**config.mk**
```make
export PLATFORM = sky130hd
export DESIGN_NAME = opq_top
export DESIGN_NICKNAME = d
export VERILOG_FILES = /design/src/design/opq_elem_pkg.sv /design/src/design/opq_cmd_pkg.sv /design/src/design/opq_cmd_buffer.sv /design/src/design/opq_operand_buffer.sv /design/src/design/opq_widen_unit.sv /design/src/design/opq_top.sv
export SDC_FILE = /design/constraint.sdc
export NUM_CORES = 1
export LEC_CHECK = 0
export BUFFER_PORTS_ARGS = -buffer_cell sky130_fd_sc_hd__clkbuf_2
export CORE_UTILIZATION = 53
export CTS_BUF_LIST = sky130_fd_sc_hd__clkbuf_8
export DETAILED_ROUTE_END_ITERATION = 8
export GPL_ROUTABILITY_DRIVEN = 1
export PLACE_DENSITY_LB_ADDON = 0.15
export SYNTH_ARGS = -nofsm -noshare
export SYNTH_HDL_FRONTEND = slang
export SYNTH_SLANG_ARGS = --single-unit
```
**constraint.sdc**
```tcl
create_clock -name clk_i -period 6.3 [get_ports clk_i]
set_input_delay 1.26 -clock clk_i [delete_from_list [all_inputs] [get_ports clk_i]]
set_output_delay 1.26 -clock clk_i [all_outputs]
set_load 0.05 [all_outputs]
```
**src/design/opq_elem_pkg.sv**
```systemverilog
//////////////////////////////////////////////////////////////////////
// Element encoding for the operand queue. Data words are fixed at 64 bits
// and elements sit contiguously, with the lowest index in the lowest bits
//////////////////////////////////////////////////////////////////////
package opq_elem_pkg;

  // Operand word as delivered by the register file
  localparam int unsigned word_width = 64;

  typedef logic [word_width-1:0] word_t;

  // Element width, encoded as log2 of the byte width
  typedef enum logic [1:0] {
    EW8  = 2'd0,
    EW16 = 2'd1,
    EW32 = 2'd2,
    EW64 = 2'd3
  } eew_e;

  // Integer widening opcodes
  typedef enum logic [2:0] {
    CONV_NONE,
    CONV_SEXT2,
    CONV_SEXT4,
    CONV_SEXT8,
    CONV_ZEXT2,
    CONV_ZEXT4,
    CONV_ZEXT8
  } conv_e;

  // log2 of the extension factor k
  function automatic logic [1:0] conv_log2_factor(conv_e conv);
    case (conv)
      CONV_SEXT2, CONV_ZEXT2: return 2'd1;
      CONV_SEXT4, CONV_ZEXT4: return 2'd2;
      CONV_SEXT8, CONV_ZEXT8: return 2'd3;
      default:                return 2'd0;
    endcase
  endfunction

  function automatic logic conv_is_sext(conv_e conv);
    return conv inside {CONV_SEXT2, CONV_SEXT4, CONV_SEXT8};
  endfunction

endpackage

```
**src/design/opq_cmd_pkg.sv**
```systemverilog
//////////////////////////////////////////////////////////////////////
// Queue command fields and default buffer depths. A command counts
// source elements and must never carry a count of zero
//////////////////////////////////////////////////////////////////////
package opq_cmd_pkg;

  ////////////////////////////////////////////////////////////////////
  // Element counting
  ////////////////////////////////////////////////////////////////////

  // Width of the per-command source element count
  localparam int unsigned elem_count_width = 16;

  // Number of source elements covered by one command
  typedef logic [elem_count_width-1:0] elem_count_t;

  ////////////////////////////////////////////////////////////////////
  // Buffer sizing
  ////////////////////////////////////////////////////////////////////

  // Command FIFO entries
  localparam int unsigned default_cmd_depth = 2;

  // Operand FIFO entries, which is also the number of credits
  localparam int unsigned default_data_depth = 2;

endpackage

```
**src/design/opq_cmd_buffer.sv**
```systemverilog
`timescale 1ns/100ps
//////////////////////////////////////////////////////////////////////
// Commands with eew*k above 64 bits are illegal and must not be sent.
// The head is decoded combinationally from the registered slot
//////////////////////////////////////////////////////////////////////
module opq_cmd_buffer
  import opq_elem_pkg::*;
  import opq_cmd_pkg::*;
#(
  parameter int unsigned CmdBufDepth = default_cmd_depth
) (
  input  logic        clk_i,
  input  logic        rst_ni,
  // Command input
  input  logic        cmd_valid_i,
  output logic        cmd_ready_o,
  input  eew_e        cmd_eew_i,
  input  conv_e       cmd_conv_i,
  input  elem_count_t cmd_elem_count_i,
  // Decoded head command
  input  logic        cmd_pop_i,
  output logic        head_valid_o,
  output eew_e        head_eew_o,
  output logic        head_sign_o,
  output logic [1:0]  head_slice_shift_o,
  output logic [7:0]  head_beat_elems_o,
  output elem_count_t head_elem_count_o
);

  localparam int unsigned IdxWidth = (CmdBufDepth > 1) ? $clog2(CmdBufDepth) : 1;

  eew_e        eew_mem   [CmdBufDepth];
  conv_e       conv_mem  [CmdBufDepth];
  elem_count_t count_mem [CmdBufDepth];

  logic [IdxWidth-1:0] wr_ptr_q;
  logic [IdxWidth-1:0] rd_ptr_q;
  logic [IdxWidth:0]   fill_q;
  logic                push;
  logic                pop;
  conv_e               head_conv;
  logic [1:0]          head_shift;
  logic [2:0]          head_width_log2;

  function automatic logic [IdxWidth-1:0] ptr_inc(logic [IdxWidth-1:0] ptr);
    return (ptr == IdxWidth'(CmdBufDepth - 1)) ? '0 : ptr + 1'b1;
  endfunction

  assign cmd_ready_o  = (fill_q < CmdBufDepth);
  assign head_valid_o = (fill_q != '0);
  assign push         = cmd_valid_i && cmd_ready_o;
  assign pop          = cmd_pop_i && head_valid_o;

  // Command storage
  always_ff @(posedge clk_i) begin
    if (push) begin
      eew_mem[wr_ptr_q]   <= cmd_eew_i;
      conv_mem[wr_ptr_q]  <= cmd_conv_i;
      count_mem[wr_ptr_q] <= cmd_elem_count_i;
    end
  end

  always_ff @(posedge clk_i or negedge rst_ni) begin
    if (!rst_ni) begin
      wr_ptr_q <= '0;
      rd_ptr_q <= '0;
      fill_q   <= '0;
    end else begin
      if (push) begin
        wr_ptr_q <= ptr_inc(wr_ptr_q);
      end
      if (pop) begin
        rd_ptr_q <= ptr_inc(rd_ptr_q);
      end
      if (push && !pop) begin
        fill_q <= fill_q + 1'b1;
      end else if (pop && !push) begin
        fill_q <= fill_q - 1'b1;
      end
    end
  end

  //////////////////////////////////////////////////////////////////////
  // Head decode
  //////////////////////////////////////////////////////////////////////

  assign head_conv         = conv_mem[rd_ptr_q];
  assign head_shift        = conv_log2_factor(head_conv);
  assign head_width_log2   = {1'b0, head_eew_o} + {1'b0, head_shift};
  assign head_eew_o        = eew_mem[rd_ptr_q];
  assign head_elem_count_o = count_mem[rd_ptr_q];
  assign head_sign_o       = conv_is_sext(head_conv);
  assign head_slice_shift_o = head_shift;
  // Elements per beat is 64 / (eew * k)
  assign head_beat_elems_o = 8'd8 >> head_width_log2;

  // Widen unit only pops a command that is present
  assert property (@(posedge clk_i) disable iff (!rst_ni) cmd_pop_i |-> head_valid_o)
    else $error("command popped from an empty FIFO");

  // Widened element must fit in one 64-bit word
  assert property (@(posedge clk_i) disable iff (!rst_ni)
    push |-> ({1'b0, cmd_eew_i} + {1'b0, conv_log2_factor(cmd_conv_i)}) <= 3'd3)
    else $error("command widens beyond 64 bits");

endmodule

```
**src/design/opq_operand_buffer.sv**
```systemverilog
`timescale 1ns/100ps
//////////////////////////////////////////////////////////////////////
// Each word is announced by operand_issued_i one cycle before it arrives.
// Credits cover announced words, so an arriving word always finds room
//////////////////////////////////////////////////////////////////////
module opq_operand_buffer
  import opq_elem_pkg::*;
  import opq_cmd_pkg::*;
#(
  parameter int unsigned DataBufDepth = default_data_depth
) (
  input  logic  clk_i,
  input  logic  rst_ni,
  // Register file side
  input  word_t operand_i,
  input  logic  operand_valid_i,
  input  logic  operand_issued_i,
  output logic  operand_queue_ready_o,
  // Head word towards the widen unit
  input  logic  word_pop_i,
  output word_t head_word_o,
  output logic  head_valid_o
);

  localparam int unsigned IdxWidth = (DataBufDepth > 1) ? $clog2(DataBufDepth) : 1;

  word_t mem [DataBufDepth];

  logic [IdxWidth-1:0] wr_ptr_q;
  logic [IdxWidth-1:0] rd_ptr_q;
  logic [IdxWidth:0]   fill_q;
  logic [IdxWidth:0]   credit_d;
  logic [IdxWidth:0]   credit_q;

  function automatic logic [IdxWidth-1:0] ptr_inc(logic [IdxWidth-1:0] ptr);
    return (ptr == IdxWidth'(DataBufDepth - 1)) ? '0 : ptr + 1'b1;
  endfunction

  assign head_valid_o = (fill_q != '0);
  assign head_word_o  = mem[rd_ptr_q];

  // Word storage
  always_ff @(posedge clk_i) begin
    if (operand_valid_i) begin
      mem[wr_ptr_q] <= operand_i;
    end
  end

  always_ff @(posedge clk_i or negedge rst_ni) begin
    if (!rst_ni) begin
      wr_ptr_q <= '0;
      rd_ptr_q <= '0;
      fill_q   <= '0;
    end else begin
      if (operand_valid_i) begin
        wr_ptr_q <= ptr_inc(wr_ptr_q);
      end
      if (word_pop_i) begin
        rd_ptr_q <= ptr_inc(rd_ptr_q);
      end
      if (operand_valid_i && !word_pop_i) begin
        fill_q <= fill_q + 1'b1;
      end else if (word_pop_i && !operand_valid_i) begin
        fill_q <= fill_q - 1'b1;
      end
    end
  end

  //////////////////////////////////////////////////////////////////////
  // Credit counter
  //////////////////////////////////////////////////////////////////////

  always_comb begin
    credit_d = credit_q;
    // Announced word takes a slot
    if (operand_issued_i) begin
      credit_d = credit_d + 1'b1;
    end
    // Slot is given back once the word leaves
    if (word_pop_i) begin
      credit_d = credit_d - 1'b1;
    end
  end

  always_ff @(posedge clk_i or negedge rst_ni) begin
    if (!rst_ni) begin
      credit_q <= '0;
    end else begin
      credit_q <= credit_d;
    end
  end

  assign operand_queue_ready_o = (credit_q < DataBufDepth);

  // A word the credits allowed never meets a full FIFO
  assert property (@(posedge clk_i) disable iff (!rst_ni)
    operand_valid_i |-> fill_q < DataBufDepth)
    else $error("operand word arrived at a full FIFO");

  assert property (@(posedge clk_i) disable iff (!rst_ni)
    word_pop_i |-> head_valid_o)
    else $error("operand word popped from an empty FIFO");

endmodule

```
**src/design/opq_widen_unit.sv**
```systemverilog
`timescale 1ns/100ps
//////////////////////////////////////////////////////////////////////
// Output is combinational from both heads. Slice and element counters
// only advance on a transferred beat and restart at each new command
//////////////////////////////////////////////////////////////////////
module opq_widen_unit
  import opq_elem_pkg::*;
  import opq_cmd_pkg::*;
(
  input  logic        clk_i,
  input  logic        rst_ni,
  // Decoded head command
  input  logic        head_valid_i,
  input  eew_e        head_eew_i,
  input  logic        head_sign_i,
  input  logic [1:0]  head_slice_shift_i,
  input  logic [7:0]  head_beat_elems_i,
  input  elem_count_t head_elem_count_i,
  output logic        cmd_pop_o,
  // Head operand word
  input  word_t       head_word_i,
  input  logic        head_word_valid_i,
  output logic        word_pop_o,
  // Functional unit side
  output word_t       operand_o,
  output logic        operand_valid_o,
  input  logic        operand_ready_i
);

  localparam int unsigned CntWidth = elem_count_width + 1;

  logic [2:0]          slice_d;
  logic [2:0]          slice_q;
  logic [2:0]          slice_max;
  logic [5:0]          slice_offset;
  elem_count_t         elem_cnt_d;
  elem_count_t         elem_cnt_q;
  logic [CntWidth-1:0] elem_next;
  word_t               src;
  logic                beat_fire;
  logic                slice_last;
  logic                cmd_done;

  //////////////////////////////////////////////////////////////////////
  // Beat construction
  //////////////////////////////////////////////////////////////////////

  // Slice j starts at bit j * 64 / k
  assign slice_max    = 3'((4'd1 << head_slice_shift_i) - 4'd1);
  assign slice_offset = 6'({3'b0, slice_q} << (3'd6 - {1'b0, head_slice_shift_i}));
  assign src          = head_word_i >> slice_offset;

  always_comb begin
    operand_o = head_word_i;
    case ({head_eew_i, head_slice_shift_i})
      {EW8, 2'd1}: begin
        for (int e = 0; e < 4; e++) begin
          operand_o[16*e +: 16] = {{8{head_sign_i & src[8*e+7]}}, src[8*e +: 8]};
        end
      end
      {EW16, 2'd1}: begin
        for (int e = 0; e < 2; e++) begin
          operand_o[32*e +: 32] = {{16{head_sign_i & src[16*e+15]}}, src[16*e +: 16]};
        end
      end
      {EW32, 2'd1}: begin
        operand_o = {{32{head_sign_i & src[31]}}, src[31:0]};
      end
      {EW8, 2'd2}: begin
        for (int e = 0; e < 2; e++) begin
          operand_o[32*e +: 32] = {{24{head_sign_i & src[8*e+7]}}, src[8*e +: 8]};
        end
      end
      {EW16, 2'd2}: begin
        operand_o = {{48{head_sign_i & src[15]}}, src[15:0]};
      end
      {EW8, 2'd3}: begin
        operand_o = {{56{head_sign_i & src[7]}}, src[7:0]};
      end
      // No conversion passes the word through
      default: ;
    endcase
  end

  //////////////////////////////////////////////////////////////////////
  // Beat and element accounting
  //////////////////////////////////////////////////////////////////////

  assign operand_valid_o = head_valid_i && head_word_valid_i;
  assign beat_fire       = operand_valid_o && operand_ready_i;
  assign elem_next       = {1'b0, elem_cnt_q} + CntWidth'(head_beat_elems_i);
  assign cmd_done        = (elem_next >= {1'b0, head_elem_count_i});
  assign slice_last      = (slice_q == slice_max);

  // Word leaves after its k-th slice or at the end of the command
  assign word_pop_o = beat_fire && (slice_last || cmd_done);
  assign cmd_pop_o  = beat_fire && cmd_done;

  always_comb begin
    slice_d    = slice_q;
    elem_cnt_d = elem_cnt_q;
    if (beat_fire) begin
      if (cmd_done) begin
        slice_d    = '0;
        elem_cnt_d = '0;
      end else begin
        elem_cnt_d = elem_next[elem_count_width-1:0];
        slice_d    = slice_last ? 3'd0 : slice_q + 3'd1;
      end
    end
  end

  always_ff @(posedge clk_i or negedge rst_ni) begin
    if (!rst_ni) begin
      slice_q    <= '0;
      elem_cnt_q <= '0;
    end else begin
      slice_q    <= slice_d;
      elem_cnt_q <= elem_cnt_d;
    end
  end

  // Stalled beat holds until taken, so neither buffer may pop under it
  assert property (@(posedge clk_i) disable iff (!rst_ni)
    operand_valid_o && !operand_ready_i |=> operand_valid_o && $stable(operand_o))
    else $error("output beat changed while stalled");

endmodule

```
**src/design/opq_top.sv**
```systemverilog
`timescale 1ns/100ps
//////////////////////////////////////////////////////////////////////
// Single consumer only. Operand words use the credit handshake
//////////////////////////////////////////////////////////////////////
module opq_top
  import opq_elem_pkg::*;
  import opq_cmd_pkg::*;
#(
  parameter int unsigned CmdBufDepth  = default_cmd_depth,
  parameter int unsigned DataBufDepth = default_data_depth
) (
  input  logic        clk_i,
  input  logic        rst_ni,
  // Command input
  input  logic        cmd_valid_i,
  output logic        cmd_ready_o,
  input  eew_e        cmd_eew_i,
  input  conv_e       cmd_conv_i,
  input  elem_count_t cmd_elem_count_i,
  // Register file operands
  input  word_t       operand_i,
  input  logic        operand_valid_i,
  input  logic        operand_issued_i,
  output logic        operand_queue_ready_o,
  // Functional unit output
  output word_t       operand_o,
  output logic        operand_valid_o,
  input  logic        operand_ready_i
);

  logic        cmd_head_valid;
  eew_e        cmd_head_eew;
  logic        cmd_head_sign;
  logic [1:0]  cmd_head_slice_shift;
  logic [7:0]  cmd_head_beat_elems;
  elem_count_t cmd_head_elem_count;
  logic        cmd_pop;
  word_t       word_head;
  logic        word_head_valid;
  logic        word_pop;

  opq_cmd_buffer #(
    .CmdBufDepth(CmdBufDepth)
  ) u_cmd_buffer (
    .clk_i             (clk_i),
    .rst_ni            (rst_ni),
    .cmd_valid_i       (cmd_valid_i),
    .cmd_ready_o       (cmd_ready_o),
    .cmd_eew_i         (cmd_eew_i),
    .cmd_conv_i        (cmd_conv_i),
    .cmd_elem_count_i  (cmd_elem_count_i),
    .cmd_pop_i         (cmd_pop),
    .head_valid_o      (cmd_head_valid),
    .head_eew_o        (cmd_head_eew),
    .head_sign_o       (cmd_head_sign),
    .head_slice_shift_o(cmd_head_slice_shift),
    .head_beat_elems_o (cmd_head_beat_elems),
    .head_elem_count_o (cmd_head_elem_count)
  );

  opq_operand_buffer #(
    .DataBufDepth(DataBufDepth)
  ) u_operand_buffer (
    .clk_i                (clk_i),
    .rst_ni               (rst_ni),
    .operand_i            (operand_i),
    .operand_valid_i      (operand_valid_i),
    .operand_issued_i     (operand_issued_i),
    .operand_queue_ready_o(operand_queue_ready_o),
    .word_pop_i           (word_pop),
    .head_word_o          (word_head),
    .head_valid_o         (word_head_valid)
  );

  opq_widen_unit u_widen_unit (
    .clk_i             (clk_i),
    .rst_ni            (rst_ni),
    .head_valid_i      (cmd_head_valid),
    .head_eew_i        (cmd_head_eew),
    .head_sign_i       (cmd_head_sign),
    .head_slice_shift_i(cmd_head_slice_shift),
    .head_beat_elems_i (cmd_head_beat_elems),
    .head_elem_count_i (cmd_head_elem_count),
    .cmd_pop_o         (cmd_pop),
    .head_word_i       (word_head),
    .head_word_valid_i (word_head_valid),
    .word_pop_o        (word_pop),
    .operand_o         (operand_o),
    .operand_valid_o   (operand_valid_o),
    .operand_ready_i   (operand_ready_i)
  );

endmodule

```
==> impl_results.md <==
- Status: finished with violations
- Failing checks: setup timing
- CTS Buffer Depth: 2
- Clock Latency Late Sink: 0.49 ns
- Clock period minus worst slack: 6.30 ns
- Skew final: 0.0214 ns
- RSZ-0062 raised after global routing: true
- Net Sw Power: 4.86 mW
- Crit path max fanout: 12
- CP endpoint kind: output port
- Via count: 11600
- Total global routing overflow: 0
- Cell accounting for the most synthesized area: edfxtp_1
- Rel. slew slack: 0.259
- Dpl hpwl: 34100 um
- Peak supply drop: 0.000311 V
- Horiz. Die Dim: 161 um
- Mean post-synth cell area: 10.9 um2
- Synth top area cells: edfxtp_1, mux2i_1, dfrtp_1, mux2_2, nand2_1
- CP Launch Type: register
- CTS buffer count: 17
- Clock-pin slew on the worst setup and hold paths: 0.11 ns
- Flop pwr share: 0.207
- Final Max Tran Viols: 0
- Boundary Pins: 158
- Via/cell ratio: 6.56
- Residual DRC: 0
- Commonest non-fill, non-tap cell in the layout: mux2i_1
- Die height: 161 um
- Fill count: 1854
- Mux contribution to synthesized area: 0.228
- Cell row count: 57
- Lkg Pwr: 6.46 nW
- Vias in the first global route: 11000
- TritonCTS clock tree: yes
- Post-route insts no fill: 1774
- Antenna violations before repair: 0
- CP max stage cell: edfxtp_1
- Drt total wl: 46000 um
- Placed Area: 15200 um2
- Setup TNS Final: -0.000764 ns
- Final Instance Area: 16400 um2
- Share of cells above drive strength 1: 0.321
- Initial Util: 0.545
- Antenna Nets Post-Route: 0
- Final setup viols: 1
- Clock Tree Root: clkbuf_8
- 1st-iter DRT viols: 1519
- Nets: 1559
- XOR/XNOR Fraction of Synth Area: 0.0223
- Post-synth EDFFs: 170
- Number of synthesis warnings: 0
- Diodes inserted: 0
- Worst path max stage delay: 0.41 ns
- CP required: 5.04 ns
- Core ar.: 24500 um2
- Final-report hold violation count: 0
- Gate power share: 0.697
- Htree depth: 4
- Tot GR Track Use: 0.354
- Post-synthesis cell count: 1224
- Worst slew pin tran: 1.11 ns
- Synth Area in Adders: 0.0302
- Pwr per Cell Area: 563 nW/um2
- FFs w/ async S/R, synth: 0.146
- Switching Share: 0.525
- Largest family of logic cells by synthesized area: multiplexers
- Setup ws final: -0.000764 ns
- Register area: 5840 um2
- Worst endpoint data arrival time: 5.04 ns
- Global placement routability congestion: 1.05
- Crit-path cells: nand2_1 > xor2_1 > o21ai_2 > buf_4 > ha_4 > and4bb_2 > a32o_4 > buf_8 > mux2_2 > mux2i_1 > o22ai_1 > nor2_1 > o211ai_1 > nand2_1 > a221oi_4 > buf_12 > a22oi_1 > buf_4
- Mapped Area: 13300 um2
- Area of the multi-input gates: 7550 um2
- CP Class: register to output port
- Flops & latches, synth: 199
- Netlist cell types: 71
- HP Class: register to register
- Max Cap Violations: 0
- Post-Synth Simple-Gate Area: 0.111
- Post-Synthesis Net Count: 1346
- First-pass GRT wire length: 67100 um
- P_int: 4.39 mW
- IO Port Bufs: 157
- Die area: 25800 um2
- Clock sinks: 199
- Most frequent cells in the layout: mux2i_1, edfxtp_1, nand2_1, buf_4, clkbuf_2
- Layout area overhead: 23.2%
- Utilization after layout: 0.671
- Fin crit share: 1.00
- First-pass DRT Iterations: 6
- Dpl ws: -0.0523 ns
- DR WL/cell: 26.0 um
- Pin count of the biggest net entering global routing: 65
- Placed insts: 1706
- Top-area cell type share of the netlist area: 0.383
- FMAX: 0.159 GHz
- Clock Power Share: 0.096
- Complex-gate fraction of the synthesized area: 0.143
- Seq/Total Area, Yosys: 0.438
- Dominant synthesized flop cell: edfxtp_1
- Hold WS: 0.484 ns
- Tot Pwr: 9.25 mW
[power groups by stage]
stage	Combinational, mW	Clock, mW	Sequential [mW]
finish	6.45	0.886	1.91
global route	6.68	0.940	1.94
CTS	6.03	0.906	1.91
detailed placement	5.80	0	1.94
global placement	5.79	0	1.93
floorplan	3.75	0	1.85
[cells in the mapped netlist (3+ instances only)]
cell type	count
o22ai_1	10
buf_1	11
xor2_1	13
o32ai_1	3
o2bb2ai_1	6
o22a_1	9
nor2b_1	10
mux2_2	61
mux4_2	14
xnor2_1	21
nand3_1	30
ha_1	29
o21ai_1	4
clkbuf_1	39
a21o_1	7
buf_2	27
nor2_1	75
mux2i_1	200
nand2_1	139
o31ai_1	6
edfxtp_1	170
a211oi_1	10
nor4_1	5
nor3_1	13
o21a_1	7
and2_1	16
a21oi_1	42
a221oi_1	4
and3_1	8
a22o_1	5
nand2b_1	7
o21ai_0	48
nand4_1	3
o311ai_0	3
a31oi_1	9
a2bb2oi_1	3
inv_1	11
a22oi_1	52
o221ai_1	4
o211ai_1	23
dfrtp_1	29
[kinds of logic (layout without fill, tap and decap cells)]
| kind of cell | count (synthesis) | in the layout |
|---|---|---|
| fa+ha+maj | 31 | 31 |
| simple gates | 320 | 320 |
| buf+inv | 89 | 314 |
| mux | 277 | 277 |
| xor+xnor | 34 | 34 |
| compound gates | 274 | 275 |
| flops | 199 | 199 |
[layout make-up]
class | instances | share of cell area
tap | 324 | 0.0247
clock buffer | 18 | 0.0151
inverter | 11 | 0.00252
multi-input combinational | 937 | 0.460
timing repair buffer | 271 | 0.131
clock inverter | 14 | 0.0116
sequential | 199 | 0.355
[worst max-delay path, delay by kind of cell, from the launching register on]
kind	cells	cell delay [ns]
muxes	2	0.79
adders and majority gates	1	0.16
buffers and inverters	4	0.84
AOI/OAI and AO/OA	6	1.28
xor gates and xnor gates	1	0.15
DFF	1	0.41
and+or+nand+nor	4	0.91
[registers in the layout, summed over array words and instances, names as in the netlist]
signal and count:
u_operand_buffer.rd_ptr_q 1, u_operand_buffer.mem 128, u_operand_buffer.wr_ptr_q 1, u_widen_unit.elem_cnt_q 16, u_cmd_buffer.eew_mem 4, u_cmd_buffer.count_mem 32
u_cmd_buffer.rd_ptr_q 1, u_cmd_buffer.fill_q 2, u_cmd_buffer.conv_mem 6, u_cmd_buffer.wr_ptr_q 1, u_widen_unit.slice_q 3, u_operand_buffer.credit_q 2
u_operand_buffer.fill_q 2
[per-layer routing]
layer  track usage  up-vias  share of wire
met2         0.543      693           0.45
met4         0.160        0          0.045
met5             0        -              0
met1         0.487     5675           0.41
li1              -     5127              -
met3        0.0690      139          0.091
[path summary, 6_finish.rpt]
path / startpoint / end / slack, ns / cells after the start
setup reg to reg: u_cmd_buffer.rd_ptr_q / u_operand_buffer.fill_q[1] / 0.47 / 27
max in group asynchronous: rst_ni / u_operand_buffer.rd_ptr_q / 4.92 / 1
min in group asynchronous: rst_ni / u_widen_unit.elem_cnt_q[8] / 0.81 / 1
setup / recovery: u_cmd_buffer.conv_mem[0][2] / operand_o[16] / -0.0008 / 18
hold / removal: u_operand_buffer.fill_q[1] / u_operand_buffer.fill_q[1] / 0.48 / 1
hold reg to reg: u_operand_buffer.fill_q[1] / u_operand_buffer.fill_q[1] / 0.48 / 1
[repair_timing]
action | CTS | global route
pin swaps | 11 | 19
setup buffers | 21 | 13
cloned | 2 | 0
endpoints found under the setup margin | 61 | 69
resized for setup | 53 | 105
hold buffers | 0 | 0
Note: power is estimated with default switching activity, not from simulation.
